==> src/rtl/dcache_pkg.sv <==
// Data cache shared definitions
`default_nettype none

package dcache_pkg;

  // --------------------------------------------------------------------------
  // Widths
  // --------------------------------------------------------------------------
  localparam int XLEN = 32;  // Data word
  localparam int PLEN = 32;  // Physical address

  typedef logic [XLEN-1:0]   word_t;
  typedef logic [PLEN-1:0]   adr_t;
  typedef logic [XLEN/8-1:0] be_t;

  // --------------------------------------------------------------------------
  // State machines
  // --------------------------------------------------------------------------

  // Response stage
  typedef enum logic [1:0] {
    RESP_IDLE,
    RESP_FILL,     // Block fill after read miss
    RESP_WRITE,    // Write-through to bus
    RESP_RECOVER   // Re-read arrays for held request
  } resp_state_e;

  // Bus controller
  typedef enum logic [1:0] {
    BIU_IDLE,
    BIU_BURST,
    BIU_SINGLE
  } biu_state_e;

endpackage

`default_nettype wire

==> src/rtl/dcache_if.sv <==
// Data cache internal interfaces
`timescale 1ns/1ps
`default_nettype none


// Bus transfer request and beat stream
interface fill_if;
  import dcache_pkg::*;

  logic  req;       // One-cycle start pulse
  logic  we;
  adr_t  adr;
  word_t d;
  be_t   be;
  logic  beat_vld;
  word_t beat_q;
  logic  done;      // Last beat or error
  logic  err;

  modport req_mp (output req, we, adr, d, be, input beat_vld, beat_q, done, err);
  modport bus    (input  req, we, adr, d, be, output beat_vld, beat_q, done, err);
  modport arr    (input  req, we, adr, beat_vld, beat_q, done, err);
endinterface

`default_nettype wire

==> src/rtl/dcache_biu_ctrl.sv <==
// Data cache bus controller
`timescale 1ns/1ps
`default_nettype none

module dcache_biu_ctrl #(
  parameter int BLOCK_WORDS = 4
) (
  input  wire logic                           clk_i,
  input  wire logic                           rst_ni,
  output      logic                           biu_stb_o,
  input  wire logic                           biu_stb_ack_i,
  output      dcache_pkg::adr_t               biu_adri_o,
  output      logic                           biu_we_o,
  output      dcache_pkg::be_t                biu_be_o,
  output      dcache_pkg::word_t              biu_d_o,
  output      logic [$clog2(BLOCK_WORDS):0]   biu_len_o,
  input  wire dcache_pkg::word_t              biu_q_i,
  input  wire logic                           biu_ack_i,
  input  wire logic                           biu_err_i,
  fill_if.bus                                 fif
);
  import dcache_pkg::*;

  localparam int OFF_W = $clog2(BLOCK_WORDS);
  localparam int LEN_W = OFF_W + 1;

  biu_state_e       state_q;
  logic [OFF_W-1:0] cnt_q;
  logic             last;

  assign last = (cnt_q == OFF_W'(BLOCK_WORDS - 1));

  // --------------------------------------------------------------------------
  // Beat forwarding
  // --------------------------------------------------------------------------
  assign fif.beat_vld = (state_q == BIU_BURST) && biu_ack_i && !biu_err_i;
  assign fif.beat_q   = biu_q_i;
  assign fif.err      = (state_q != BIU_IDLE) && biu_err_i;
  assign fif.done     = ((state_q == BIU_BURST)  && (biu_err_i || (biu_ack_i && last))) ||
                        ((state_q == BIU_SINGLE) && (biu_err_i || biu_ack_i));

  always_ff @(posedge clk_i, negedge rst_ni) begin
    if (!rst_ni) begin
      state_q   <= BIU_IDLE;
      biu_stb_o <= 1'b0;
      cnt_q     <= '0;
    end else begin
      if (biu_stb_ack_i) biu_stb_o <= 1'b0;  // One request outstanding

      case (state_q)
        BIU_IDLE: begin
          if (fif.req) begin
            biu_stb_o <= 1'b1;
            cnt_q     <= '0;
            state_q   <= fif.we ? BIU_SINGLE : BIU_BURST;
          end
        end
        BIU_BURST: begin
          if (biu_err_i) begin
            biu_stb_o <= 1'b0;  // Error ends the burst early
            state_q   <= BIU_IDLE;
          end else if (biu_ack_i) begin
            cnt_q <= cnt_q + 1'b1;
            if (last) state_q <= BIU_IDLE;
          end
        end
        BIU_SINGLE: begin
          if (biu_ack_i || biu_err_i) begin
            biu_stb_o <= 1'b0;
            state_q   <= BIU_IDLE;
          end
        end
        default: state_q <= BIU_IDLE;
      endcase
    end
  end

  // Request payload
  always_ff @(posedge clk_i) begin
    if ((state_q == BIU_IDLE) && fif.req) begin
      biu_we_o <= fif.we;
      biu_d_o  <= fif.d;
      if (fif.we) begin
        biu_adri_o <= fif.adr;
        biu_be_o   <= fif.be;
        biu_len_o  <= LEN_W'(1);
      end else begin
        biu_adri_o <= {fif.adr[PLEN-1:OFF_W+2], {(OFF_W+2){1'b0}}};  // Block aligned
        biu_be_o   <= '1;
        biu_len_o  <= LEN_W'(BLOCK_WORDS);
      end
    end
  end

endmodule

`default_nettype wire

==> src/flat_wrapper.sv <==
// flat-port wrapper written by rule: the top's interface ports become plain ports
module dcache_biu_ctrl_flat import dcache_pkg::*;
#(
  parameter int BLOCK_WORDS = 4
)
  (clk_i, rst_ni, biu_stb_o, biu_stb_ack_i, biu_adri_o, biu_we_o, biu_be_o, biu_d_o, biu_len_o, biu_q_i, biu_ack_i, biu_err_i, fif_req, fif_we, fif_adr, fif_d, fif_be, fif_beat_vld, fif_beat_q, fif_done, fif_err);
  fill_if fif_i ();
  input  wire logic clk_i;
  input  wire logic rst_ni;
  output      logic biu_stb_o;
  input  wire logic biu_stb_ack_i;
  output      dcache_pkg::adr_t biu_adri_o;
  output      logic biu_we_o;
  output      dcache_pkg::be_t biu_be_o;
  output      dcache_pkg::word_t biu_d_o;
  output      logic [$clog2(BLOCK_WORDS):0] biu_len_o;
  input  wire dcache_pkg::word_t biu_q_i;
  input  wire logic biu_ack_i;
  input  wire logic biu_err_i;
  input wire logic [$bits(fif_i.req)-1:0] fif_req;
  input wire logic [$bits(fif_i.we)-1:0] fif_we;
  input wire logic [$bits(fif_i.adr)-1:0] fif_adr;
  input wire logic [$bits(fif_i.d)-1:0] fif_d;
  input wire logic [$bits(fif_i.be)-1:0] fif_be;
  output wire logic [$bits(fif_i.beat_vld)-1:0] fif_beat_vld;
  output wire logic [$bits(fif_i.beat_q)-1:0] fif_beat_q;
  output wire logic [$bits(fif_i.done)-1:0] fif_done;
  output wire logic [$bits(fif_i.err)-1:0] fif_err;
  assign fif_i.req = fif_req;
  assign fif_i.we = fif_we;
  assign fif_i.adr = fif_adr;
  assign fif_i.d = fif_d;
  assign fif_i.be = fif_be;
  assign fif_beat_vld = fif_i.beat_vld;
  assign fif_beat_q = fif_i.beat_q;
  assign fif_done = fif_i.done;
  assign fif_err = fif_i.err;
  dcache_biu_ctrl #(.BLOCK_WORDS(BLOCK_WORDS)) u_core (.clk_i(clk_i), .rst_ni(rst_ni), .biu_stb_o(biu_stb_o), .biu_stb_ack_i(biu_stb_ack_i), .biu_adri_o(biu_adri_o), .biu_we_o(biu_we_o), .biu_be_o(biu_be_o), .biu_d_o(biu_d_o), .biu_len_o(biu_len_o), .biu_q_i(biu_q_i), .biu_ack_i(biu_ack_i), .biu_err_i(biu_err_i), .fif(fif_i));
endmodule
==> config.mk <==
export PLATFORM = sky130hd
export DESIGN_NAME = dcache_biu_ctrl_flat
export DESIGN_NICKNAME = d
export VERILOG_FILES = /design/src/rtl/dcache_pkg.sv /design/src/rtl/dcache_if.sv /design/src/rtl/dcache_biu_ctrl.sv /design/src/flat_wrapper.sv
export SDC_FILE = /design/constraint.sdc
export NUM_CORES = 1
export LEC_CHECK = 0
export BUFFER_PORTS_ARGS = -buffer_cell sky130_fd_sc_hd__buf_2
export CELL_PAD_IN_SITES_DETAIL_PLACEMENT = 0
export CELL_PAD_IN_SITES_GLOBAL_PLACEMENT = 1
export CORE_MARGIN = 10
export CORE_UTILIZATION = 29
export DETAILED_ROUTE_END_ITERATION = 6
export HOLD_SLACK_MARGIN = 0.02
export PLACE_DENSITY_LB_ADDON = 0.1
export SLEW_MARGIN = 20
export SYNTH_ARGS = -nofsm -noshare
export SYNTH_HDL_FRONTEND = slang
export SYNTH_SLANG_ARGS = --single-unit
==> constraint.sdc <==
create_clock -name clk_i -period 5.2 [get_ports clk_i]
set_input_delay 0.52 -clock clk_i [delete_from_list [all_inputs] [get_ports clk_i]]
set_output_delay 0.52 -clock clk_i [all_outputs]
set_load 0.02 [all_outputs]
==> results.toml <==
[status]
outcome = "complete, no violations"

[detailed_routing]
drtPass1Iterations = 4
drc = 0
vias = 1596
vias_per_cell = 4.12
drtIter0Drc = 51
postRouteAntennaNets = 0
wl_per_cell_um = 19.1
wl_um = 7370

[timing]
fin_crit_ps = 2020
hold_violations = 0
finClkSkew_ps = 6.15
fmax_ghz = 0.496
setup_viol = 0
relSlewSlack = 0.637
period_share = 0.388
worst-slew-pin-transition_ps = 544
setup_tns_ps = 0
slew_violations = 0
rsz0062_at_grt = "false"

[yosys]
synth_nets = 249
yosys_warnings = 0
synthArstFlopShare = 0.0667
synth_flop_cell = "edfxtp_1"
synth_edf_count = 70
yosysSeqAreaShare = 0.825
synth.distinct_cells = 22
synthCells = 141
syn_area_um2 = 2700
ys_ff_latch = 75
syn_area_per_cell_um2 = 19.1

[layout]
area_growth_pct = 31.3
layout-drive-gt1-share = 0.622
final_cell_area_um2 = 3540
layout.nets = 378
num-fill-cells = 862

[pwr]
ir_worst_vdd_mv = 0.133
power_leakage_nw = 1.52
p_per_area_nw_per_um2 = 380

[placed_design]
gp_congestion = 0.693
io_buffers = 149
placed_area_um2 = 3350
dp_hpwl_um = 5900

[clock_network]
clk_path_buf_depth = 2
cts_sinks = 75
post_cts_buffers = 0
htreeDepth = 3
cts_tree = "built"
clk-insertion-delay-late_ps = 350
cts-root-buf = "clkbuf_8"
cts_made_buffers = 9
clkTransAtPathRegs_ps = 90

[die]
io_pins = 215
rows = 35
core_area_um2 = 9150
die_area_um2 = 13600
fp.dieW_um = 116
start_util = 0.295
die_height_um = 116

[global_route]
grt_antenna_before_repair = 1
grt.total_usage = 0.101
overflow = 0
grt_max_degree = 43
grt_pass1_wl_um = 9950
grt_pass1_vias = 1672

[min_path]
worstHoldPathType = "input port to flip-flop"
holdPathStages = 1

[setup_path]
reg2reg_depth = 4
crit_type = "flip-flop to output port"
cp.arrival_ps = 1500
crit_path_start_kind = "flip-flop"
required_ps = 4680
critPathCaptureType = "output port"
worst-path-max-fanout = 7

[job]
drv_cap = 0
==> metal layers <==
metal / vias up / global-route usage / routed length, um
met1: 720 / 0.0975 / 2680
met3: 9 / 0.0883 / 1300
met2: 131 / 0.153 / 3310
met5: - / 0 / 0
li1: 736 / - / -
met4: 0 / 0.0334 / 75
==> cells in the final DEF (no fill, tap or decap), drive strengths merged, types with 2 or more instances in the layout <==
master / Yosys / final
dfrtp: 5 / 5
nand2: 3 / 3
nand2b: 5 / 5
nor2: 3 / 3
clkinv: 0 / 2
clkbuf: 0 / 9
buf: 34 / 151
a21oi: 3 / 3
edfxtp: 70 / 70
and2: 4 / 4
inv: 2 / 6
==> worst max-delay path, cell delays in order, from the launching register on <==
cell,delay [ps]
dfrtp_1,480
and2b_1,260
o21ai_0,90
a21oi_1,140
buf_2,180
==> cells in the mapped netlist (2+ instances only) <==
library cell | number | area, um^2
a21oi_1 | 3 | 15.0
and2_1 | 4 | 25.0
buf_4 | 34 | 255
dfrtp_1 | 5 | 125
edfxtp_1 | 70 | 2100
inv_1 | 2 | 7.51
nand2_1 | 3 | 11.3
nand2b_1 | 5 | 31.3
nor2_1 | 2 | 7.51
==> area by class of cell <==
cell class / instances / area (um^2) / share of cell area
multi-input combinational: 30 / 215 / 0.0607
antenna: 1 / 2.50 / 0.000706
clock buffer: 9 / 124 / 0.0349
tap: 111 / 139 / 0.0392
clock inverter: 7 / 58.8 / 0.0166
timing repair buffer: 152 / 771 / 0.217
inverter: 2 / 7.51 / 0.00212
sequential: 75 / 2230 / 0.628
==> power by group <==
part           internal [mW]  leakage, nW  switching, mW
Sequential             0.725        0.728         0.0163
Combinational         0.0652        0.697          0.126
Clock                  0.181       0.0925          0.233
==> logic make-up after synthesis <==
logic type,count (synthesis),share of synthesized area
AO/OA/AOI/OAI,8,0.0195
adder cells (fa/ha/maj),1,0.00464
buffers and inverters,36,0.0974
flip-flops,75,0.825
multiplexers,1,0.00556
other,1,0.00139
AND/OR/NAND/NOR,19,0.0464
==> registers in the layout (all words and copies together) (netlist names) <==
signal             cells
u_core.biu_adri_o     32
u_core.biu_be_o        4
u_core.biu_d_o        32
u_core.biu_len_o       2
u_core.biu_stb_o       1
u_core.cnt_q           2
u_core.state_q         2
==> final timing paths <==
kind	from	endpoint	slack (ps)
min	fif_d[11]	u_core.biu_d_o[11]	340
max reg2reg	u_core.state_q[1]	u_core.cnt_q[0]	3530
max	u_core.state_q[1]	fif_done	3180
min reg2reg	u_core.cnt_q[1]	u_core.cnt_q[1]	530
min in group asynchronous	rst_ni	u_core.cnt_q[1]	500
max in group asynchronous	rst_ni	u_core.state_q[1]	4560
==> through the flow <==
step           std cells  setup WS, ps   util  total power, mW  hold slack, ps
5_1_grt              386          3040  0.387             1.42             310
3_5_place_dp         369          3410  0.366            0.952             345
2_1_floorplan        141          1340      -            0.898             224
4_1_cts              386          3160  0.387             1.37             319
3_3_place_gp         369          3420  0.366            0.951             349
6_report             387          3180  0.387             1.35             341
==> what timing repair did <==
action                                 4_1_cts  5_1_grt
hold buffers                                 1        0
endpoints found under the hold margin        5        0
gates resized for setup                      0        0
Power figures use the tool's default switching activity.
