[config.mk]
export PLATFORM = sky130hd
export DESIGN_NAME = dcache_resp_flat
export DESIGN_NICKNAME = d
export VERILOG_FILES = /design/src/rtl/dcache_pkg.sv /design/src/rtl/dcache_if.sv /design/src/rtl/dcache_resp.sv /design/src/flat_wrapper.sv
export SDC_FILE = /design/constraint.sdc
export NUM_CORES = 1
export LEC_CHECK = 0
export BUFFER_PORTS_ARGS = -buffer_cell sky130_fd_sc_hd__buf_2
export CAP_MARGIN = 20
export CORE_AREA = 2 2 95 97
export DETAILED_ROUTE_END_ITERATION = 12
export DIE_AREA = 0 0 97 99
export HOLD_SLACK_MARGIN = 0.12
export PLACE_DENSITY = 0.65
export REMOVE_ABC_BUFFERS = 1
export SLEW_MARGIN = 25
export SYNTH_ARGS = -nofsm -noshare
export SYNTH_HDL_FRONTEND = slang
export SYNTH_SLANG_ARGS = --single-unit
[constraint.sdc]
create_clock -name clk_i -period 4.6 [get_ports clk_i]
set_clock_uncertainty 0.2 [all_clocks]
set_input_delay 0.46 -clock clk_i [delete_from_list [all_inputs] [get_ports clk_i]]
set_output_delay 0.46 -clock clk_i [all_outputs]
set_load 0.02 [all_outputs]
[src/rtl/dcache_pkg.sv]
// Data cache shared definitions
`default_nettype none

package dcache_pkg;

  // --------------------------------------------------------------------------
  // Widths
  // --------------------------------------------------------------------------
  localparam int XLEN = 32;  // Data word
  localparam int PLEN = 32;  // Physical address

  typedef logic [XLEN-1:0]   word_t;
  typedef logic [PLEN-1:0]   adr_t;
  typedef logic [XLEN/8-1:0] be_t;

  // --------------------------------------------------------------------------
  // State machines
  // --------------------------------------------------------------------------

  // Response stage
  typedef enum logic [1:0] {
    RESP_IDLE,
    RESP_FILL,     // Block fill after read miss
    RESP_WRITE,    // Write-through to bus
    RESP_RECOVER   // Re-read arrays for held request
  } resp_state_e;

  // Bus controller
  typedef enum logic [1:0] {
    BIU_IDLE,
    BIU_BURST,
    BIU_SINGLE
  } biu_state_e;

endpackage

`default_nettype wire

[src/rtl/dcache_if.sv]
// Data cache internal interfaces
`timescale 1ns/1ps
`default_nettype none

// Lookup result from lookup stage to response stage
interface lookup_if #(
  parameter int SETS        = 64,
  parameter int BLOCK_WORDS = 4
);
  import dcache_pkg::*;

  localparam int IDX_W = $clog2(SETS);
  localparam int OFF_W = $clog2(BLOCK_WORDS);
  localparam int TAG_W = PLEN - IDX_W - OFF_W - 2;

  logic             valid;
  logic             hit;
  logic             we;
  logic [IDX_W-1:0] idx;
  logic [TAG_W-1:0] tag;
  logic [OFF_W-1:0] offs;
  word_t            d;      // Write data
  be_t              be;
  word_t            q;      // Word read at offs

  modport source (output valid, hit, we, idx, tag, offs, d, be, q);
  modport sink   (input  valid, hit, we, idx, tag, offs, d, be, q);
endinterface

// Bus transfer request and beat stream
interface fill_if;
  import dcache_pkg::*;

  logic  req;       // One-cycle start pulse
  logic  we;
  adr_t  adr;
  word_t d;
  be_t   be;
  logic  beat_vld;
  word_t beat_q;
  logic  done;      // Last beat or error
  logic  err;

  modport req_mp (output req, we, adr, d, be, input beat_vld, beat_q, done, err);
  modport bus    (input  req, we, adr, d, be, output beat_vld, beat_q, done, err);
  modport arr    (input  req, we, adr, beat_vld, beat_q, done, err);
endinterface

`default_nettype wire

[src/rtl/dcache_resp.sv]
// Data cache response stage
`timescale 1ns/1ps
`default_nettype none

module dcache_resp #(
  parameter int BLOCK_WORDS = 4
) (
  input  wire logic         clk_i,
  input  wire logic         rst_ni,
  output      logic         stall_o,
  output      logic         ack_o,
  output      logic         err_o,
  output dcache_pkg::word_t q_o,
  lookup_if.sink            lif,
  fill_if.req_mp            fif
);
  import dcache_pkg::*;

  localparam int OFF_W = $clog2(BLOCK_WORDS);

  resp_state_e      state_q;
  logic             consumed_q;  // Held lookup result already served
  logic             start_q;
  logic [OFF_W-1:0] cnt_q;
  word_t            cap_q;       // Requested word from beat stream

  logic eval;
  logic rd_hit;
  logic miss_go;
  logic busy;
  logic beat_hit;

  // --------------------------------------------------------------------------
  // Decisions on the lookup result
  // --------------------------------------------------------------------------
  assign eval     = lif.valid && !consumed_q && (state_q == RESP_IDLE);
  assign rd_hit   = eval && !lif.we && lif.hit;
  assign miss_go  = eval && (lif.we || !lif.hit);   // Read miss or any write
  assign busy     = (state_q == RESP_FILL) || (state_q == RESP_WRITE);
  assign beat_hit = fif.beat_vld && (cnt_q == lif.offs);

  assign stall_o = (state_q != RESP_IDLE) || miss_go;
  assign ack_o   = rd_hit || (busy && fif.done && !fif.err);
  assign err_o   = busy && fif.done && fif.err;

  always_comb begin
    if (state_q == RESP_FILL) begin
      q_o = beat_hit ? fif.beat_q : cap_q;  // Word may arrive with the last beat
    end else begin
      q_o = lif.q;
    end
  end

  // Held lookup result keeps the transfer request stable under stall
  assign fif.req = start_q;
  assign fif.we  = lif.we;
  assign fif.adr = {lif.tag, lif.idx, lif.offs, 2'b00};
  assign fif.d   = lif.d;
  assign fif.be  = lif.be;

  // --------------------------------------------------------------------------
  // Miss and write FSM
  // --------------------------------------------------------------------------
  always_ff @(posedge clk_i, negedge rst_ni) begin
    if (!rst_ni) begin
      state_q    <= RESP_IDLE;
      consumed_q <= 1'b0;
      start_q    <= 1'b0;
      cnt_q      <= '0;
    end else begin
      start_q <= miss_go;

      if (miss_go) begin
        consumed_q <= 1'b1;
      end else if (!stall_o) begin
        consumed_q <= 1'b0;  // Lookup stage advances
      end

      if (start_q) begin
        cnt_q <= '0;
      end else if (fif.beat_vld) begin
        cnt_q <= cnt_q + 1'b1;
      end

      case (state_q)
        RESP_IDLE: begin
          if (miss_go) state_q <= lif.we ? RESP_WRITE : RESP_FILL;
        end
        RESP_FILL,
        RESP_WRITE: begin
          if (fif.done) state_q <= RESP_RECOVER;
        end
        RESP_RECOVER: state_q <= RESP_IDLE;  // Arrays re-read for setup stage
        default: state_q <= RESP_IDLE;
      endcase
    end
  end

  always_ff @(posedge clk_i) begin
    if (beat_hit) cap_q <= fif.beat_q;
  end

endmodule

`default_nettype wire

[src/flat_wrapper.sv]
// flat-port wrapper written by rule: the top's interface ports become plain ports
module dcache_resp_flat import dcache_pkg::*;
#(
  parameter int BLOCK_WORDS = 4
)
  (clk_i, rst_ni, stall_o, ack_o, err_o, q_o, lif_valid, lif_hit, lif_we, lif_idx, lif_tag, lif_offs, lif_d, lif_be, lif_q, fif_req, fif_we, fif_adr, fif_d, fif_be, fif_beat_vld, fif_beat_q, fif_done, fif_err);
  lookup_if #(.BLOCK_WORDS(BLOCK_WORDS)) lif_i ();
  fill_if fif_i ();
  input  wire logic clk_i;
  input  wire logic rst_ni;
  output      logic stall_o;
  output      logic ack_o;
  output      logic err_o;
  output dcache_pkg::word_t q_o;
  input wire logic [$bits(lif_i.valid)-1:0] lif_valid;
  input wire logic [$bits(lif_i.hit)-1:0] lif_hit;
  input wire logic [$bits(lif_i.we)-1:0] lif_we;
  input wire logic [$bits(lif_i.idx)-1:0] lif_idx;
  input wire logic [$bits(lif_i.tag)-1:0] lif_tag;
  input wire logic [$bits(lif_i.offs)-1:0] lif_offs;
  input wire logic [$bits(lif_i.d)-1:0] lif_d;
  input wire logic [$bits(lif_i.be)-1:0] lif_be;
  input wire logic [$bits(lif_i.q)-1:0] lif_q;
  output wire logic [$bits(fif_i.req)-1:0] fif_req;
  output wire logic [$bits(fif_i.we)-1:0] fif_we;
  output wire logic [$bits(fif_i.adr)-1:0] fif_adr;
  output wire logic [$bits(fif_i.d)-1:0] fif_d;
  output wire logic [$bits(fif_i.be)-1:0] fif_be;
  input wire logic [$bits(fif_i.beat_vld)-1:0] fif_beat_vld;
  input wire logic [$bits(fif_i.beat_q)-1:0] fif_beat_q;
  input wire logic [$bits(fif_i.done)-1:0] fif_done;
  input wire logic [$bits(fif_i.err)-1:0] fif_err;
  assign lif_i.valid = lif_valid;
  assign lif_i.hit = lif_hit;
  assign lif_i.we = lif_we;
  assign lif_i.idx = lif_idx;
  assign lif_i.tag = lif_tag;
  assign lif_i.offs = lif_offs;
  assign lif_i.d = lif_d;
  assign lif_i.be = lif_be;
  assign lif_i.q = lif_q;
  assign fif_req = fif_i.req;
  assign fif_we = fif_i.we;
  assign fif_adr = fif_i.adr;
  assign fif_d = fif_i.d;
  assign fif_be = fif_i.be;
  assign fif_i.beat_vld = fif_beat_vld;
  assign fif_i.beat_q = fif_beat_q;
  assign fif_i.done = fif_done;
  assign fif_i.err = fif_err;
  dcache_resp #(.BLOCK_WORDS(BLOCK_WORDS)) u_core (.clk_i(clk_i), .rst_ni(rst_ni), .stall_o(stall_o), .ack_o(ack_o), .err_o(err_o), .q_o(q_o), .lif(lif_i), .fif(fif_i));
endmodule
==> impl_metrics.toml, run 1 <==
[placement]
routabilityCongestion = 0.7846
hpwl_um = 10380
place_ws_ps = 1957
portBuffers = 112
dp.cells = 457

[clock_network]
clkLatencyLatePin_ps = 280
clkTransAtPathRegs_ps = 70
clock_sinks = 38
clockRootBuffer = "clkbuf_8"
cts_resized = 0
cts_setup_buffers = 0
clockBufferDepth = 2
cts_tree = "yes"
ctsHoldBuffers = 1
cts_buffers = 5
h-tree-depth = 2

[sta]
tns_ps = 0
period_minus_slack_ps = 2948
max_freq_ghz = 0.3392
final-setup-viol-count = 0
drv_slew = 0
hold_viol_final = 0
tightestPinTransition_ps = 975.3
fin_crit_sh_pct = 64.09
setup_slack_ps = 1652
slew-limit-headroom_pct = 34.98
rsz0062_at_grt = "false"

[detailed_routing]
drc = 0
wirelength_um = 12140
via_per_inst = 4.865
vias = 2267
wl_per_cell_um = 26.05
ant_nets = 0
drt-pass1-iter-count = 4
drtIter0Drc = 71

[setup_path]
reg2reg_from = "u_core.cnt_q[1]"
r2r_cells = 5
crit_type = "flip-flop to output port"
r2r_setup_slack_ps = 2850
arrival_ps = 2290
r2r_end = "u_core.cap_q[23]"
startpoint_type = "flip-flop"
end_kind = "output port"
cp_max_fo = 51
crit_required_ps = 3940

[floorplanning]
die_h_um = 99
initial_utilization_pct = 27.51
die_area_mm2 = 0.009603
fp.dieW_um = 97
fp.coreArea_mm2 = 0.008551
io_pins = 243
rows = 34

[grt]
gr-total-overflow = 0
grt_pass1_vias = 2138
track_usage_pct = 24.78
grt_max_degree = 52
grt_pass1_wl_um = 16510
antenna_found_initial = 0

[layout]
diodes = 0
seq_area_um2 = 790.8
fin_nets = 498
drive_gt1_share_pct = 39.39
utilization_pct = 30.22
fillers = 954
syn_to_final_growth_pct = 9.841
multi_input_area_um2 = 928.4
stdcell_count = 466

[worst_hold_path]
hp-start = "fif_beat_q[9]"
hp-class = "input port to flip-flop"
holdPathStages = 3
min_to = "u_core.cap_q[9]"

[logic_synthesis]
yosys.area.top_type = "dfxtp_1"
synth_top_area_share_pct = 27.23
ys_types = 27
ys_ff_latch = 38
syn_avg_cell_area_um2 = 7.467
synth_area_leaders = "dfxtp_1 27%, buf_4 22%, nand2_1 14%"
synthCells = 315
synth_warnings = 0
syn_area_mm2 = 0.002352
ys_seq_area_share_pct = 33.62

[status]
run_status = "complete, no violations"

[power_and_ir_drop]
power.total_mw = 1.902
cellPowerDensity_mw_per_mm2 = 736.2
p_leak_nw = 1.375
ir_worst_vdd_uv = 323.7

[run]
max_cap_violations = 0
kinds of logic after synthesis:
kind of cell	share of synthesized area (%)
fa+ha+maj	1.596
compound gates	11.49
other cells	0.1594
simple gates	23.99
mux	0.4787
flops	33.62
buf+inv	27.18
xor+xnor	1.490
how the worst max path moves through the flow:
stage                 startpoint  endpoint  slack, ps  cells past startpoint
6_report       u_core.state_q[1]   q_o[24]       1650                      6
5_1_grt        u_core.state_q[1]   q_o[10]       1480                      6
2_1_floorplan  u_core.state_q[1]   q_o[10]       1800                      4
3_3_place_gp         lif_offs[0]   q_o[17]       2010                      7
3_5_place_dp   u_core.state_q[1]    q_o[5]       1960                      6
4_1_cts        u_core.state_q[1]   q_o[10]       1630                      6
layout by cell type, fill, tap and decap left out:
cell / Yosys / final
a21boi_1: 1 / 1
a21oi_1: 4 / 4
a31oi_1: 33 / 33
a31oi_2: 1 / 1
and3_1: 2 / 2
buf_2: 3 / 112
buf_4: 69 / 4
clkbuf_8: 0 / 8
conb_1: 1 / 2
dfrtp_1: 6 / 6
dfxtp_1: 32 / 32
dlygate4sd3_1: 0 / 1
ha_1: 3 / 2
ha_2: 0 / 1
inv_1: 5 / 5
mux2_2: 1 / 1
nand2_1: 85 / 85
nand2_2: 14 / 14
nand2b_1: 1 / 1
nand3_1: 1 / 1
nor2_1: 34 / 34
nor2b_1: 1 / 1
o22a_1: 2 / 2
o22ai_1: 1 / 1
xnor2_1: 3 / 3
xor2_1: 1 / 1
state kept, by name (all words and copies together) (netlist names):
name and count:
u_core.cap_q 32, u_core.fif.req 1, u_core.state_q 2, u_core.cnt_q 2
u_core.consumed_q 1
final cells by class:
type                       count  area share, %
multi-input combinational    190          35.93
clock buffer                   8          4.262
timing repair buffer         117          23.24
inverter                       5         0.7264
tap                          108          5.230
sequential                    38          30.61
per-stage QoR:
stage	area [µm²]	hold WS, ps
floorplan	1735	-35.59
global placement	2464	96.52
detailed placement	2464	101.2
CTS	2584	160.5
global route	2584	170.3
finish	2584	171.3
metal layers:
layer / share of wire, % / up-vias / track usage (%)
met5: 0.67 / - / 8.205
met1: 32 / 975 / 23.76
met4: 0.25 / 2 / 2.275
li1: - / 1029 / -
met3: 30 / 9 / 33.12
met2: 37 / 252 / 32.59
critical path, stage by stage (launching register included):
cell and delay (ps):
dfrtp_1 380, inv_1 110, ha_2 840, buf_4 290, nor2_1 50, a31oi_1 130
buf_2 190
cell usage after synthesis:
master and count:
a31oi_2 1, nand2_2 14, buf_8 2, conb_1 1, o22a_1 2, nand2_1 85
mux2_2 1, clkbuf_1 7, a21boi_1 1, a21oi_1 4, a31oi_1 33, nor2b_1 1
dfrtp_1 6, dfxtp_1 32, nor2_1 34, buf_12 1, xnor2_1 3, ha_1 3
inv_1 5, buf_4 69, nand3_1 1, nand2b_1 1, and3_1 2, buf_2 3
o22ai_1 1, xor2_1 1, buf_6 1
power breakdown:
part / switching (mW) / internal, mW / total (mW)
Combinational: 0.728 / 0.369 / 1.10
Sequential: 0.0505 / 0.490 / 0.540
Clock: 0.114 / 0.151 / 0.265
Total: 0.892 / 1.01 / 1.90
Power figures use the tool's default switching activity.
==> inputs of run 2 (changes only) <==
--- a/config.mk
+++ b/config.mk
@@ -7,11 +7,11 @@
 export LEC_CHECK = 0
 export BUFFER_PORTS_ARGS = -buffer_cell sky130_fd_sc_hd__buf_2
 export CAP_MARGIN = 20
-export CORE_AREA = 2 2 95 97
+export CORE_AREA = 2 2 94 96
 export DETAILED_ROUTE_END_ITERATION = 12
-export DIE_AREA = 0 0 97 99
+export DIE_AREA = 0 0 96 98
 export HOLD_SLACK_MARGIN = 0.12
-export PLACE_DENSITY = 0.65
+export PLACE_DENSITY = 0.66
 export REMOVE_ABC_BUFFERS = 1
 export SLEW_MARGIN = 25
 export SYNTH_ARGS = -nofsm -noshare
==> constraint.sdc (replaced) <==
create_clock -name clk_i -period 3 [get_ports clk_i]
set_clock_uncertainty 0.2 [all_clocks]
set_input_delay 0.3 -clock clk_i [delete_from_list [all_inputs] [get_ports clk_i]]
set_output_delay 0.3 -clock clk_i [all_outputs]
set_load 0.02 [all_outputs]
==> impl_metrics.toml, run 2 (synthesis gave the netlist of run 1 again) <==
[status]
run_status = "complete, no violations"

[detailed_routing]
drc = 0
wirelength_um = 12640
vias = 2357
wl_per_cell_um = 25.29
ant_nets = 0
drt-pass1-iter-count = 4
drtIter0Drc = 79
via_per_inst = 4.714

[floorplanning]
io_pins = 243
fp.dieW_um = 96
initial_utilization_pct = 27.79
die_area_mm2 = 0.009408
fp.coreArea_mm2 = 0.008466
die_h_um = 98
rows = 34

[layout]
fin_nets = 532
layout_common_cells = "112 x buf_2, 85 x nand2_1, 35 x dlygate4sd3_1, 34 x nor2_1, 33 x a31oi_1"
drive_gt1_share_pct = 36.22
fillers = 943
diodes = 0
syn_to_final_growth_pct = 24.26
reg_top3 = "u_core.cap_q: 32 flops, u_core.cnt_q: 2 flops, u_core.state_q: 2 flops"
final_common_cell = "buf_2"
regMostFlops = "u_core.cap_q"
stdcell_area_mm2 = 0.002923
seq_area_um2 = 790.8
multi_input_area_um2 = 929.6
largest_reg_flops = 32

[run]
max_cap_violations = 0

[clock_network]
clkLatencyLatePin_ps = 290
clockBufferDepth = 2
h-tree-depth = 2
clockRootBuffer = "clkbuf_8"
ctsHoldBuffers = 35
clkTransAtPathRegs_ps = 80
cts_tree = "yes"
cts_buffers = 5
clock_sinks = 38
cts_resized = 0
cts_setup_buffers = 0

[sta]
period_minus_slack_ps = 2514
max_freq_ghz = 0.3978
tns_ps = 0
final-setup-viol-count = 0
drv_slew = 0
hold_viol_final = 0
fin_crit_sh_pct = 83.79
rsz0062_at_grt = "false"

[setup_path]
crit_type = "input port to output port"
crit_required_ps = 2500
arrival_ps = 2010
r2r_end = "u_core.state_q[1]"
r2r_setup_slack_ps = 1330
r2r_cells = 5
reg2reg_from = "u_core.state_q[0]"
startpoint_type = "input port"
end_kind = "output port"
cp_max_fo = 32

[placement]
hpwl_um = 10710
detailed_place.area_mm2 = 0.002477
portBuffers = 112
routabilityCongestion = 0.8577

[worst_hold_path]
hp-class = "input port to asynchronous set/reset pin"

[power_and_ir_drop]
cellPowerDensity_mw_per_mm2 = 1007
p_leak_nw = 1.510
ir_worst_vdd_uv = 456.2

[grt]
grt_pass1_vias = 2321
grt_max_degree = 51
track_usage_pct = 26.25
grt_pass1_wl_um = 16720
gr-total-overflow = 0
antenna_found_initial = 0
[run 2: changes by cell type in the layout (fill, tap and decap cells not counted)]
cell / delta
and3_1: -1
and3_2: +1
buf_12: +1
buf_4: -1
clkbuf_8: -2
clkinv_2: +1
clkinvlp_4: +1
dlygate4sd3_1: +34
[run 2: layout make-up]
class,instances,share of cell area [%]
Clock buffer,6,2.825
Clock inverter,2,0.4281
Inverter,5,0.6421
Multi-Input combinational cell,190,31.81
Sequential cell,38,27.05
Tap cell,108,4.623
Timing Repair Buffer,151,32.62
[run 2: per-stage QoR]
step / hold slack (ps) / setup slack (ps) / total power [mW] / std cells / util (%)
2_1_floorplan: -195.6 / 362.5 / 1.930 / 233 / -
6_report: 152.7 / 486.4 / 2.943 / 500 / 34.53
3_3_place_gp: -66.06 / 847.0 / 2.491 / 457 / 29.26
5_1_grt: 149.9 / 342.1 / 3.181 / 500 / 34.53
3_5_place_dp: -72.62 / 818.0 / 2.536 / 457 / 29.26
4_1_cts: 143.4 / 481.8 / 2.966 / 500 / 34.53
[run 2: critical path, stage by stage]
cell           delay, ps
dlygate4sd3_1        540
buf_2                150
nand3_1               70
buf_4                350
nand2_1              120
a31oi_1              260
buf_2                220
[run 2: layer usage]
metal | vias to the layer above | wire, µm | global-route usage, %
li1 | 1096 | - | -
met1 | 1024 | 4144 | 25.39
met2 | 227 | 5045 | 37.55
met3 | 8 | 3282 | 30.09
met4 | 2 | 97 | 3.516
met5 | - | 74 | 6.111
[run 2: power by group]
part / switching, mW / total (mW) / internal, mW
registers: 0.0844 / 0.836 / 0.751
clock network: 0.193 / 0.378 / 0.185
logic: 1.12 / 1.73 / 0.607
[run 2: how the worst max path moves through the flow]
stage | to | from | slack (ps)
after floorplan | q_o[10] | u_core.state_q[1] | 360
after global placement | q_o[14] | lif_offs[1] | 850
after detailed placement | q_o[14] | lif_offs[1] | 820
after CTS | q_o[14] | fif_beat_vld | 480
after global routing | q_o[13] | u_core.cnt_q[1] | 340
final | q_o[13] | fif_beat_vld | 490
