$ cat src/rtl/dcache_pkg.sv
// Data cache shared definitions
`default_nettype none

package dcache_pkg;

  // --------------------------------------------------------------------------
  // Widths
  // --------------------------------------------------------------------------
  localparam int XLEN = 32;  // Data word
  localparam int PLEN = 32;  // Physical address

  typedef logic [XLEN-1:0]   word_t;
  typedef logic [PLEN-1:0]   adr_t;
  typedef logic [XLEN/8-1:0] be_t;

  // --------------------------------------------------------------------------
  // State machines
  // --------------------------------------------------------------------------

  // Response stage
  typedef enum logic [1:0] {
    RESP_IDLE,
    RESP_FILL,     // Block fill after read miss
    RESP_WRITE,    // Write-through to bus
    RESP_RECOVER   // Re-read arrays for held request
  } resp_state_e;

  // Bus controller
  typedef enum logic [1:0] {
    BIU_IDLE,
    BIU_BURST,
    BIU_SINGLE
  } biu_state_e;

endpackage

`default_nettype wire

$ cat src/rtl/dcache_setup.sv
// Data cache address setup stage
`timescale 1ns/1ps
`default_nettype none

module dcache_setup #(
  parameter int SETS        = 64,
  parameter int BLOCK_WORDS = 4
) (
  input  wire logic                      clk_i,
  input  wire logic                      rst_ni,
  input  wire logic                      stall_i,
  input  wire logic                      req_i,
  input  wire logic                      we_i,
  input  wire dcache_pkg::adr_t          adr_i,
  input  wire dcache_pkg::be_t           be_i,
  input  wire dcache_pkg::word_t         d_i,
  output      logic                      req_o,
  output      logic                      we_o,
  output      dcache_pkg::adr_t          adr_o,
  output      dcache_pkg::be_t           be_o,
  output      dcache_pkg::word_t         d_o,
  output      logic [$clog2(SETS)-1:0]   idx_o
);

  localparam int IDX_W   = $clog2(SETS);
  localparam int IDX_LSB = $clog2(BLOCK_WORDS) + 2;

  always_ff @(posedge clk_i, negedge rst_ni) begin
    if (!rst_ni) begin
      req_o <= 1'b0;
    end else if (!stall_i) begin
      req_o <= req_i;
    end
  end

  // Request payload held while stalled
  always_ff @(posedge clk_i) begin
    if (!stall_i) begin
      we_o  <= we_i;
      adr_o <= adr_i;
      be_o  <= be_i;
      d_o   <= d_i;
    end
  end

  // Held address lets the arrays be re-read during recovery
  assign idx_o = stall_i ? adr_o[IDX_LSB +: IDX_W] : adr_i[IDX_LSB +: IDX_W];

endmodule

`default_nettype wire

$ cat config.mk
export PLATFORM = sky130hd
export DESIGN_NAME = dcache_setup
export DESIGN_NICKNAME = d
export VERILOG_FILES = /design/src/rtl/dcache_pkg.sv /design/src/rtl/dcache_setup.sv
export SDC_FILE = /design/constraint.sdc
export NUM_CORES = 1
export LEC_CHECK = 0
export BUFFER_PORTS_ARGS = -buffer_cell sky130_fd_sc_hd__buf_2
export CAP_MARGIN = 20
export CORE_UTILIZATION = 44
export DETAILED_ROUTE_END_ITERATION = 8
export GPL_TIMING_DRIVEN = 0
export PLACE_DENSITY = 0.85
export SYNTH_ARGS = -nofsm -noshare
export SYNTH_HDL_FRONTEND = slang
export SYNTH_SLANG_ARGS = --single-unit
export TNS_END_PERCENT = 5
$ cat constraint.sdc
create_clock -name clk_i -period 1.6 [get_ports clk_i]
set_input_delay 0.48 -clock clk_i [delete_from_list [all_inputs] [get_ports clk_i]]
set_output_delay 0.48 -clock clk_i [all_outputs]
set_load 0.05 [all_outputs]
==> summary.md, run 1 <==
| Metric | Value |
|---|---|
| Warnings, synthesis | 0 |
| Combinational share of power | 18.2% |
| Switching pwr | 1350 µW |
| Failing checks | negative setup slack |
| Post-DR vias/cell | 4.38 |
| Largest net degree at the start of global routing | 36 |
| Layer with the highest usage | met2 |
| Die Y | 73.0 µm |
| Fin crit period | 1640 ps |
| Fmax | 611 MHz |
| Placed cell area | 0.00307 mm² |
| PnR worst setup slack | -36.2 ps |
| Synth top area cells | edfxtp_1 93%, mux2_4 4.7%, dfrtp_1 1.1% |
| Netlist Area Pre-Place | 0.00222 mm² |
| Cells after Synth | 79 |
| Antenna viol nets, final | 0 |
| Detail Placement HPWL | 3.27 mm |
| GRT Total Usage | 17.8% |
| Status | finished with violations |
| Core area | 0.00479 mm² |
| CP Cell Sequence | mux2_4 > buf_6 |
| Crit path largest cell delay | 390 ps |
| Share of layout cells above drive strength 1 | 70.5% |
| GRT Residual Overflow | 0 |
| I/O pins | 149 |
| Die Span X | 73.0 µm |
| Worst Skew | 0 ps |
| CP required | 1120 ps |
| Cell taking the most area after synthesis | edfxtp_1 |
| Sink Count | 70 |
| Worst Tran Pin Value | 727 ps |
| Post-synthesis sequential area ratio | 94.6% |
| Worst Hold Class | primary input to register |
| Power Density | 1460 mW/mm² |
| Port buffer count | 147 |
| Clock Path Buffers | 2 |
| Crit path kind | register to output port |
| CTS tree | yes |
| Met3 global-route usage | 9.81% |
| Per-cell routed wire length | 14.8 µm |
| Sw frac | 27.4% |
| Initial Utilization | 46.3% |
| Die area | 0.00533 mm² |
| Syn_area_per_cell | 28.1 µm² |
| Met2 usage | 31.2% |
| P_leak | 0.00149 µW |
| Clk pwr share | 37.1% |
| Worst path bufs/invs | 1 |
| First-pass DRT Iterations | 5 |
| Crit Path Max Fanout | 2 |
| Syn nets | 152 |
| Total Nets Final | 312 |
| H-tree levels | 3 |
| Met1 Resource Use GR | 16.2% |
| Initial antenna violation count | 0 |
| Max-cap check violation count | 0 |
| Setup-failing EPs final | 6 |
| Final period util | 102% |
| Normalized max-slew margin | 51.4% |
| Postcts setup bufs | 0 |
| First-pass GRT wire length | 6.41 mm |
| Sequential share of power | 44.8% |
| Iteration-0 DRC count of the detailed router | 43 |
| Commonest cells after routing, fill and taps aside | 141 x buf_2, 69 x edfxtp_1, 9 x clkbuf_8 |
| Maximum vdd drop | 0.938 mV |
| Via count | 1361 |
| Register bit total from synthesis | 70 |
| Tot Pwr | 4930 µW |
| Final Cell Area | 0.00338 mm² |
| Power Internal | 3580 µW |
| Most common cell after layout, fill and taps aside | buf_2 |
| Worst-path clk slew | 70 ps |
| Critical-path top delay cell | edfxtp_1 |
| Row cnt | 25 |
| Area Growth Syn to Fin | 52.4% |
| Gpl congestion | 0.673 |
| DRC | 0 |
| CTS root buffer | clkbuf_8 |
| Final wirelength | 4.62 mm |
| Crit path launch type | register |
| Critical path's top delay family | flip-flops |
| Synth cell types | 5 |
| Vias in the first global route | 1426 |
| Total CTS buffers | 9 |
| Post-synth top area share | 93.5% |
| Worst-Skew Late Latency | 330 ps |
| RSZ-0062 raised after global routing | yes |
| Antenna fix cells | 0 |
| Kind of end point of the critical path | output port |
| Crit path DAT | 1160 ps |
| Max Transition Viols Final | 0 |
| Fin. Hold Viols | 0 |
[synth_stat cells]
cell type  number
edfxtp_1       69
inv_1           1
mux2_4          7
buf_6           1
dfrtp_1         1
[layout make-up]
| cell class | instances | area [µm²] |
|---|---|---|
| Buffer | 1 | 20.0 |
| Clock buffer | 10 | 128 |
| Clock inverter | 6 | 134 |
| Fill cell | 329 | 1410 |
| Inverter | 1 | 7.51 |
| Multi-Input combinational cell | 7 | 105 |
| Sequential cell | 70 | 2100 |
| Tap cell | 67 | 83.8 |
| Timing Repair Buffer | 149 | 803 |
[worst paths after layout]
check                      startpoint         to  slack, ps  depth (start not counted)
max                          adr_o[6]   idx_o[2]        -40                          2
min in group asynchronous      rst_ni      req_o        440                          2
max reg2reg                     req_o      req_o        860                          1
min                         adr_i[26]  adr_o[26]        310                          1
max in group asynchronous      rst_ni      req_o       1070                          2
min reg2reg                     req_o      req_o        510                          1
[flip-flops by register name, summed over array words and instances (netlist names)]
name,cells
be_o,4
adr_o,32
req_o,1
d_o,32
we_o,1
[power groups by stage]
stage,Combinational [µW],Sequential [µW],Clock (µW)
6_report,896,2210,1830
3_3_place_gp,863,2250,0
5_1_grt,927,2220,1940
2_1_floorplan,114,2770,0
3_5_place_dp,878,2250,0
4_1_cts,901,2210,1870
[timing repair]
item                                   CTS  global route
hold buffers                             1             0
resized for setup                       12             0
setup endpoints to repair                6            41
endpoints found under the hold margin    1             0
[stage by stage]
stage          util [%]  hold WS [ps]  setup slack, ps  cells  setup TNS (ps)
2_1_floorplan         -           184             -369     79          -25450
3_3_place_gp       63.7           255             -703    293          -48390
3_5_place_dp       64.1           260             -329    294          -15340
4_1_cts            70.6           295            -44.8    311            -257
5_1_grt            70.6           291            -93.2    311           -1200
6_report           70.6           314            -36.2    311            -148
[cell families after synthesis]
group / after synthesis / synth area share, %
buf+inv: 2 / 0.677
mux: 7 / 4.74
flops: 70 / 94.6
[layer usage]
metal | wire length, µm | vias up
met2 | 2610 | 82
met3 | 439 | 7
met1 | 1500 | 636
li1 | - | 636
met5 | 0 | -
met4 | 75 | 0
Power figures use the tool's default switching activity.
==> run 2, diff against run 1 <==
Settings changed: BUFFER_PORTS_ARGS -buffer_cell sky130_fd_sc_hd__buf_2 to -buffer_cell sky130_fd_sc_hd__buf_4.
==> summary.md, run 2 (same netlist as run 1, synthesis figures left out) <==
| Metric | Value |
|---|---|
| Status | finished with violations |
| Failing checks | negative setup slack |
| Row cnt | 25 (unchanged) |
| Most common cell after layout, fill and taps aside | buf_4 |
| Power Density | 1290 mW/mm² (-12%) |
| Per-cell routed wire length | 17.6 µm (+19%) |
| Combinational share of power | 21.8% (+3.6 points) |
| Fill count | 268 (-19%) |
| Post-Layout Cell Count | 315 (+1.3%) |
| Initial Utilization | 46.3% (unchanged) |
| Max Transition Viols Final | 0 (unchanged) |
| Vias in the first global route | 1612 (+13%) |
| Clock Path Buffers | 2 (unchanged) |
| Post-DR vias/cell | 4.62 (+5.5%) |
| Crit Path Max Fanout | 2 (unchanged) |
| Sequential share of power | 46.4% (+1.6 points) |
| Worst path bufs/invs | 1 (unchanged) |
| Antenna viol nets, final | 0 (unchanged) |
| Largest regs | adr_o x32, d_o x32, be_o x4 |
| Worst Hold Class | primary input to register |
| Final period util | 103% (+0.74 points) |
| Place WS | -267 ps (+62.5 ps) |
| First-pass DRT Iterations | 4 (-1) |
| Crit path launch type | register |
| Layer with the highest usage | met2 |
| GRT Total Usage | 21.9% (+4.1 points) |
| Met1 Resource Use GR | 18.2% (+2.0 points) |
| CTS tree | yes |
| Via count | 1454 (+6.8%) |
| Total CTS buffers | 9 (unchanged) |
| HP Start | d_i[11] |
| Core area | 0.00479 mm² (unchanged) |
| Crit path largest cell delay | 400 ps (about the same) |
| Min Hold Slack | 310 ps (-4.16 ps) |
| Detail Placement HPWL | 3.79 mm (+16%) |
| Reg area | 0.00210 mm² (unchanged) |
| Commonest cells after routing, fill and taps aside | 145 x buf_4, 69 x edfxtp_1, 9 x clkbuf_8 |
| Fmax | 607 MHz (-0.72%) |
| Fin. Hold Viols | 0 (unchanged) |
| Die Span X | 73.0 µm (unchanged) |
| Power Internal | 3390 µW (-5.3%) |
| Kind of end point of the critical path | output port |
| CTS root buffer | clkbuf_8 |
| Sw frac | 29.2% (+1.8 points) |
| Total Nets Final | 316 (+1.3%) |
| Gpl congestion | 0.705 (+4.7%) |
| Worst-path clk slew | 80 ps (about the same) |
| P_leak | 0.00160 µW (+7.7%) |
| Area Growth Syn to Fin | 67.4% |
| Setup_tns | -208 ps (-60.0 ps) |
| Clk pwr share | 31.8% (-5.3 points) |
| Antenna fix cells | 0 (unchanged) |
| Port buffer count | 147 (unchanged) |
| Iteration-0 DRC count of the detailed router | 72 (+67%) |
| I/O pins | 149 (unchanged) |
| Crit path kind | register to output port |
| CP Cell Sequence | mux2_4 > buf_6 |
| PnR worst setup slack | -48.1 ps (-11.9 ps) |
| Critical R2R Launch | req_o |
| Crit path DAT | 1170 ps (about the same) |
| Initial antenna violation count | 0 (unchanged) |
| Layout Utilization | 77.6% (+7.0 points) |
| Worst Skew | 0 ps (unchanged) |
| Sink Count | 70 (unchanged) |
| H-tree levels | 3 (unchanged) |
| First-pass GRT wire length | 7.88 mm (+23%) |
| Worst-Skew Late Latency | 330 ps (about the same) |
| Critical path's top delay family | flip-flops |
| Maximum vdd drop | 0.972 mV (+3.7%) |
| Share of layout cells above drive strength 1 | 71.0% (+0.48 points) |
| Switching pwr | 1400 µW (+3.3%) |
| Worst Tran Pin Value | 677 ps (-49.2 ps) |
| Normalized max-slew margin | 54.7% (+3.3 points) |
| Fin crit period | 1650 ps (+11.9 ps) |
| DP Cell Count | 294 (unchanged) |
| Crit path from | adr_o[8] |
| Met2 usage | 41.7% (+10 points) |
| GRT Residual Overflow | 0 (unchanged) |
| Max-cap check violation count | 0 (unchanged) |
| Largest net degree at the start of global routing | 39 (+8.3%) |
| Die area | 0.00533 mm² (unchanged) |
| Final wirelength | 5.55 mm (+20%) |
| Area of the multi-input gates | 105 µm² (unchanged) |
| RSZ-0062 raised after global routing | yes |
| DRC | 0 (unchanged) |
| Setup-failing EPs final | 6 (unchanged) |
| Die Y | 73.0 µm (unchanged) |
| Critical-path top delay cell | edfxtp_1 |
| CP required | 1120 ps (about the same) |
| Met3 global-route usage | 10.4% (+0.55 points) |
[run 2: worst paths after layout]
path,endpoint,slack [ps],depth (start not counted)
min,d_o[11],310,1
min in group asynchronous,req_o,460,2
max in group asynchronous,req_o,1060,2
min reg2reg,req_o,520,1
max reg2reg,req_o,850,1
max,idx_o[4],-50,2
[run 2: per-layer routing]
metal  wire [µm]  part of all wire (%)
met5           0                     0
met4         124                   2.2
met3         572                    10
met2        3270                    59
met1        1580                    29
[run 2: repair_timing]
item | 4_1_cts | 5_1_grt
endpoints found under the hold margin | 1 | 0
setup buffers | 3 | 1
setup endpoints to repair | 6 | 44
gates resized for setup | 6 | 0
hold buffers | 1 | 0
[run 2: layout make-up]
type,instances,area share (%)
buffer,1,0.539
clock inverter,7,2.39
sequential,70,56.5
multi-input combinational,7,2.83
clock buffer,9,3.34
timing repair buffer,153,32.0
tap,67,2.26
inverter,1,0.202
[run 2: metrics by stage]
step | power [µW] | area, µm²
4_1_cts | 4810 | 3700
2_1_floorplan | 2880 | 2230
3_5_place_dp | 3280 | 3440
6_report | 4790 | 3710
5_1_grt | 4930 | 3710
3_3_place_gp | 3260 | 3420
[run 2: power groups by stage]
stage | sequential [µW] | clock [µW] | combinational [µW]
3_3_place_gp | 2250 | 0 | 1000
2_1_floorplan | 2770 | 0 | 114
4_1_cts | 2220 | 1540 | 1050
5_1_grt | 2240 | 1620 | 1070
3_5_place_dp | 2260 | 0 | 1020
6_report | 2220 | 1520 | 1040
==> run 3, diff against run 2 <==
Settings changed: CORE_UTILIZATION 44 to 37, PLACE_DENSITY 0.85 to default, PLACE_DENSITY_LB_ADDON from default to 0.12.
Clock period 1.6 ns to 1.5 ns, I/O delays scaled along.
==> summary.md, run 3 (same netlist as run 1, synthesis figures left out) <==
| Metric | Value |
|---|---|
| Status | finished with violations |
| Power Density | 1310 mW/mm² (+1.8%) |
| Total Nets Final | 315 (-0.32%) |
| Max-cap check violation count | 0 (unchanged) |
| Die area | 0.00631 mm² (+18%) |
| CTS tree | yes |
| Reg area | 0.00210 mm² (unchanged) |
| First-pass GRT wire length | 6.32 mm (-20%) |
| Setup-failing EPs final | 6 (unchanged) |
| Initial antenna violation count | 0 (unchanged) |
| Area Growth Syn to Fin | 66.4% |
| Port buffer count | 147 (unchanged) |
| Fin. Hold Viols | 0 (unchanged) |
| Vias in the first global route | 1306 (-19%) |
| DRC | 0 (unchanged) |
| Row cnt | 27 (+8.0%) |
| Commonest cells after routing, fill and taps aside | 141 x buf_4, 69 x edfxtp_1, 9 x clkbuf_8, 9 x buf_6, 7 x mux2_4 |
| Post-Layout Cell Count | 318 (+0.95%) |
| Min Hold Slack | 296 ps (-13.4 ps) |
| CP required | 1050 ps (-70 ps) |
| Via count | 1379 (-5.2%) |
| Gpl congestion | 0.672 (-4.7%) |
| Worst Tran Pin Value | 514 ps (-163 ps) |
| Worst-Skew Late Latency | 320 ps (about the same) |
| Crit path largest cell delay | 400 ps (about the same) |
| Worst path bufs/invs | 1 (unchanged) |
| Setup_tns | -521 ps (-313 ps) |
| CTS root buffer | clkbuf_8 |
| Crit Path Max Fanout | 2 (unchanged) |
| RSZ-0062 raised after global routing | yes |
| Fmax | 626 MHz |
| H-tree levels | 3 (unchanged) |
| Antenna fix cells | 0 (unchanged) |
| Maximum vdd drop | 0.688 mV (-29%) |
| Crit path kind | register to output port |
| Crit path launch type | register |
| Final wirelength | 4.41 mm (-21%) |
| Largest regs | adr_o x32, d_o x32, be_o x4 |
| Kind of end point of the critical path | output port |
| Initial Utilization | 39.3% (-7.0 points) |
| Share of layout cells above drive strength 1 | 70.3% (-0.64 points) |
| Per-cell routed wire length | 13.9 µm (-21%) |
| Most common cell after layout, fill and taps aside | buf_4 |
| Max Transition Viols Final | 0 (unchanged) |
| Crit path DAT | 1150 ps (-20 ps) |
| Iteration-0 DRC count of the detailed router | 46 (-36%) |
| Normalized max-slew margin | 65.7% (+11 points) |
| Die Y | 79.4 µm (+8.8%) |
| Area of the multi-input gates | 105 µm² (unchanged) |
| Clock Path Buffers | 2 (unchanged) |
| Worst Skew | 0 ps (unchanged) |
| Critical path's top delay family | flip-flops |
| Post-DR vias/cell | 4.34 (-6.1%) |
| Sink Count | 70 (unchanged) |
| I/O pins | 149 (unchanged) |
| PnR worst setup slack | -97.0 ps (-48.9 ps) |
| Detail Placement HPWL | 3.27 mm (-14%) |
| DP Cell Count | 299 (+1.7%) |
| Critical-path top delay cell | edfxtp_1 |
| GRT Residual Overflow | 0 (unchanged) |
| CP Cell Sequence | mux2_4 > buf_6 |
| Final period util | 106% |
| R2R setup slack | 740 ps (-110 ps) |
| First-pass DRT Iterations | 4 (unchanged) |
| Worst-path clk slew | 70 ps (about the same) |
| Antenna viol nets, final | 0 (unchanged) |
| Core area | 0.00564 mm² (+18%) |
| Failing checks | negative setup slack |
| Largest net degree at the start of global routing | 47 (+21%) |
| Total CTS buffers | 9 (unchanged) |
| Die Span X | 79.4 µm (+8.8%) |
| P_leak | 0.00159 µW (-0.88%) |
| GRT Total Usage | 14.3% (-7.6 points) |
| Fill count | 447 (+67%) |
| Fin crit period | 1600 ps |
| Worst Hold Class | primary input to register |
[run 3: changes by cell type in the layout (fill, tap and decap cells not counted)]
cell | before | now
buf_4 | 145 | 141
bufinv_16 | 2 | 1
clkinvlp_4 | 3 | 2
clkbuf_1 | 0 | 1
buf_6 | 6 | 9
[run 3: routing by layer]
metal  global-route usage [%]  routed length (µm)  up-vias
met5                        0                   0        -
met4                     8.36                  93        0
met3                     8.46                 651        7
met2                     22.8                2220       97
met1                     14.5                1450      636
li1                         -                   -      639
[run 3: final timing paths]
kind                       endpoint  cells past startpoint     start
setup / recovery           idx_o[3]                      2  adr_o[7]
hold / removal             adr_o[1]                      1  adr_i[1]
setup reg to reg              req_o                      1     req_o
hold reg to reg               req_o                      1     req_o
max in group asynchronous     req_o                      2    rst_ni
min in group asynchronous     req_o                      2    rst_ni
[run 3: power breakdown]
group | switching (µW) | internal (µW) | leakage [µW]
logic | 723 | 377 | 0.000813
registers | 42.9 | 2320 | 0.000687
clock network | 632 | 748 | 0.0000896
total | 1400 | 3450 | 0.00159
[run 3: through the flow]
| stage | setup WS, ps | power, µW | utilization [%] | area [µm²] |
|---|---|---|---|---|
| 2_1_floorplan | -439 | 3080 | - | 2230 |
| 3_3_place_gp | -843 | 3470 | 60.7 | 3420 |
| 3_5_place_dp | -217 | 3490 | 61.0 | 3440 |
| 4_1_cts | -120 | 4890 | 65.3 | 3680 |
| 5_1_grt | -154 | 5010 | 65.4 | 3690 |
| 6_report | -97.0 | 4840 | 65.4 | 3690 |
[run 3: what timing repair did]
action                     CTS  global route
hold endpoints to repair     1             0
setup buffers                3             0
resized for setup            8             1
setup endpoints to repair    6             8
hold buffers                 1             0
pin swaps                    0             0
[run 3: layout make-up]
type                       count  area share [%]
sequential                    70            56.9
timing repair buffer         152            32.3
clock inverter                 5            1.39
inverter                       1           0.204
buffer                         1           0.543
multi-input combinational      7            2.85
tap                           72            2.44
clock buffer                  10            3.46
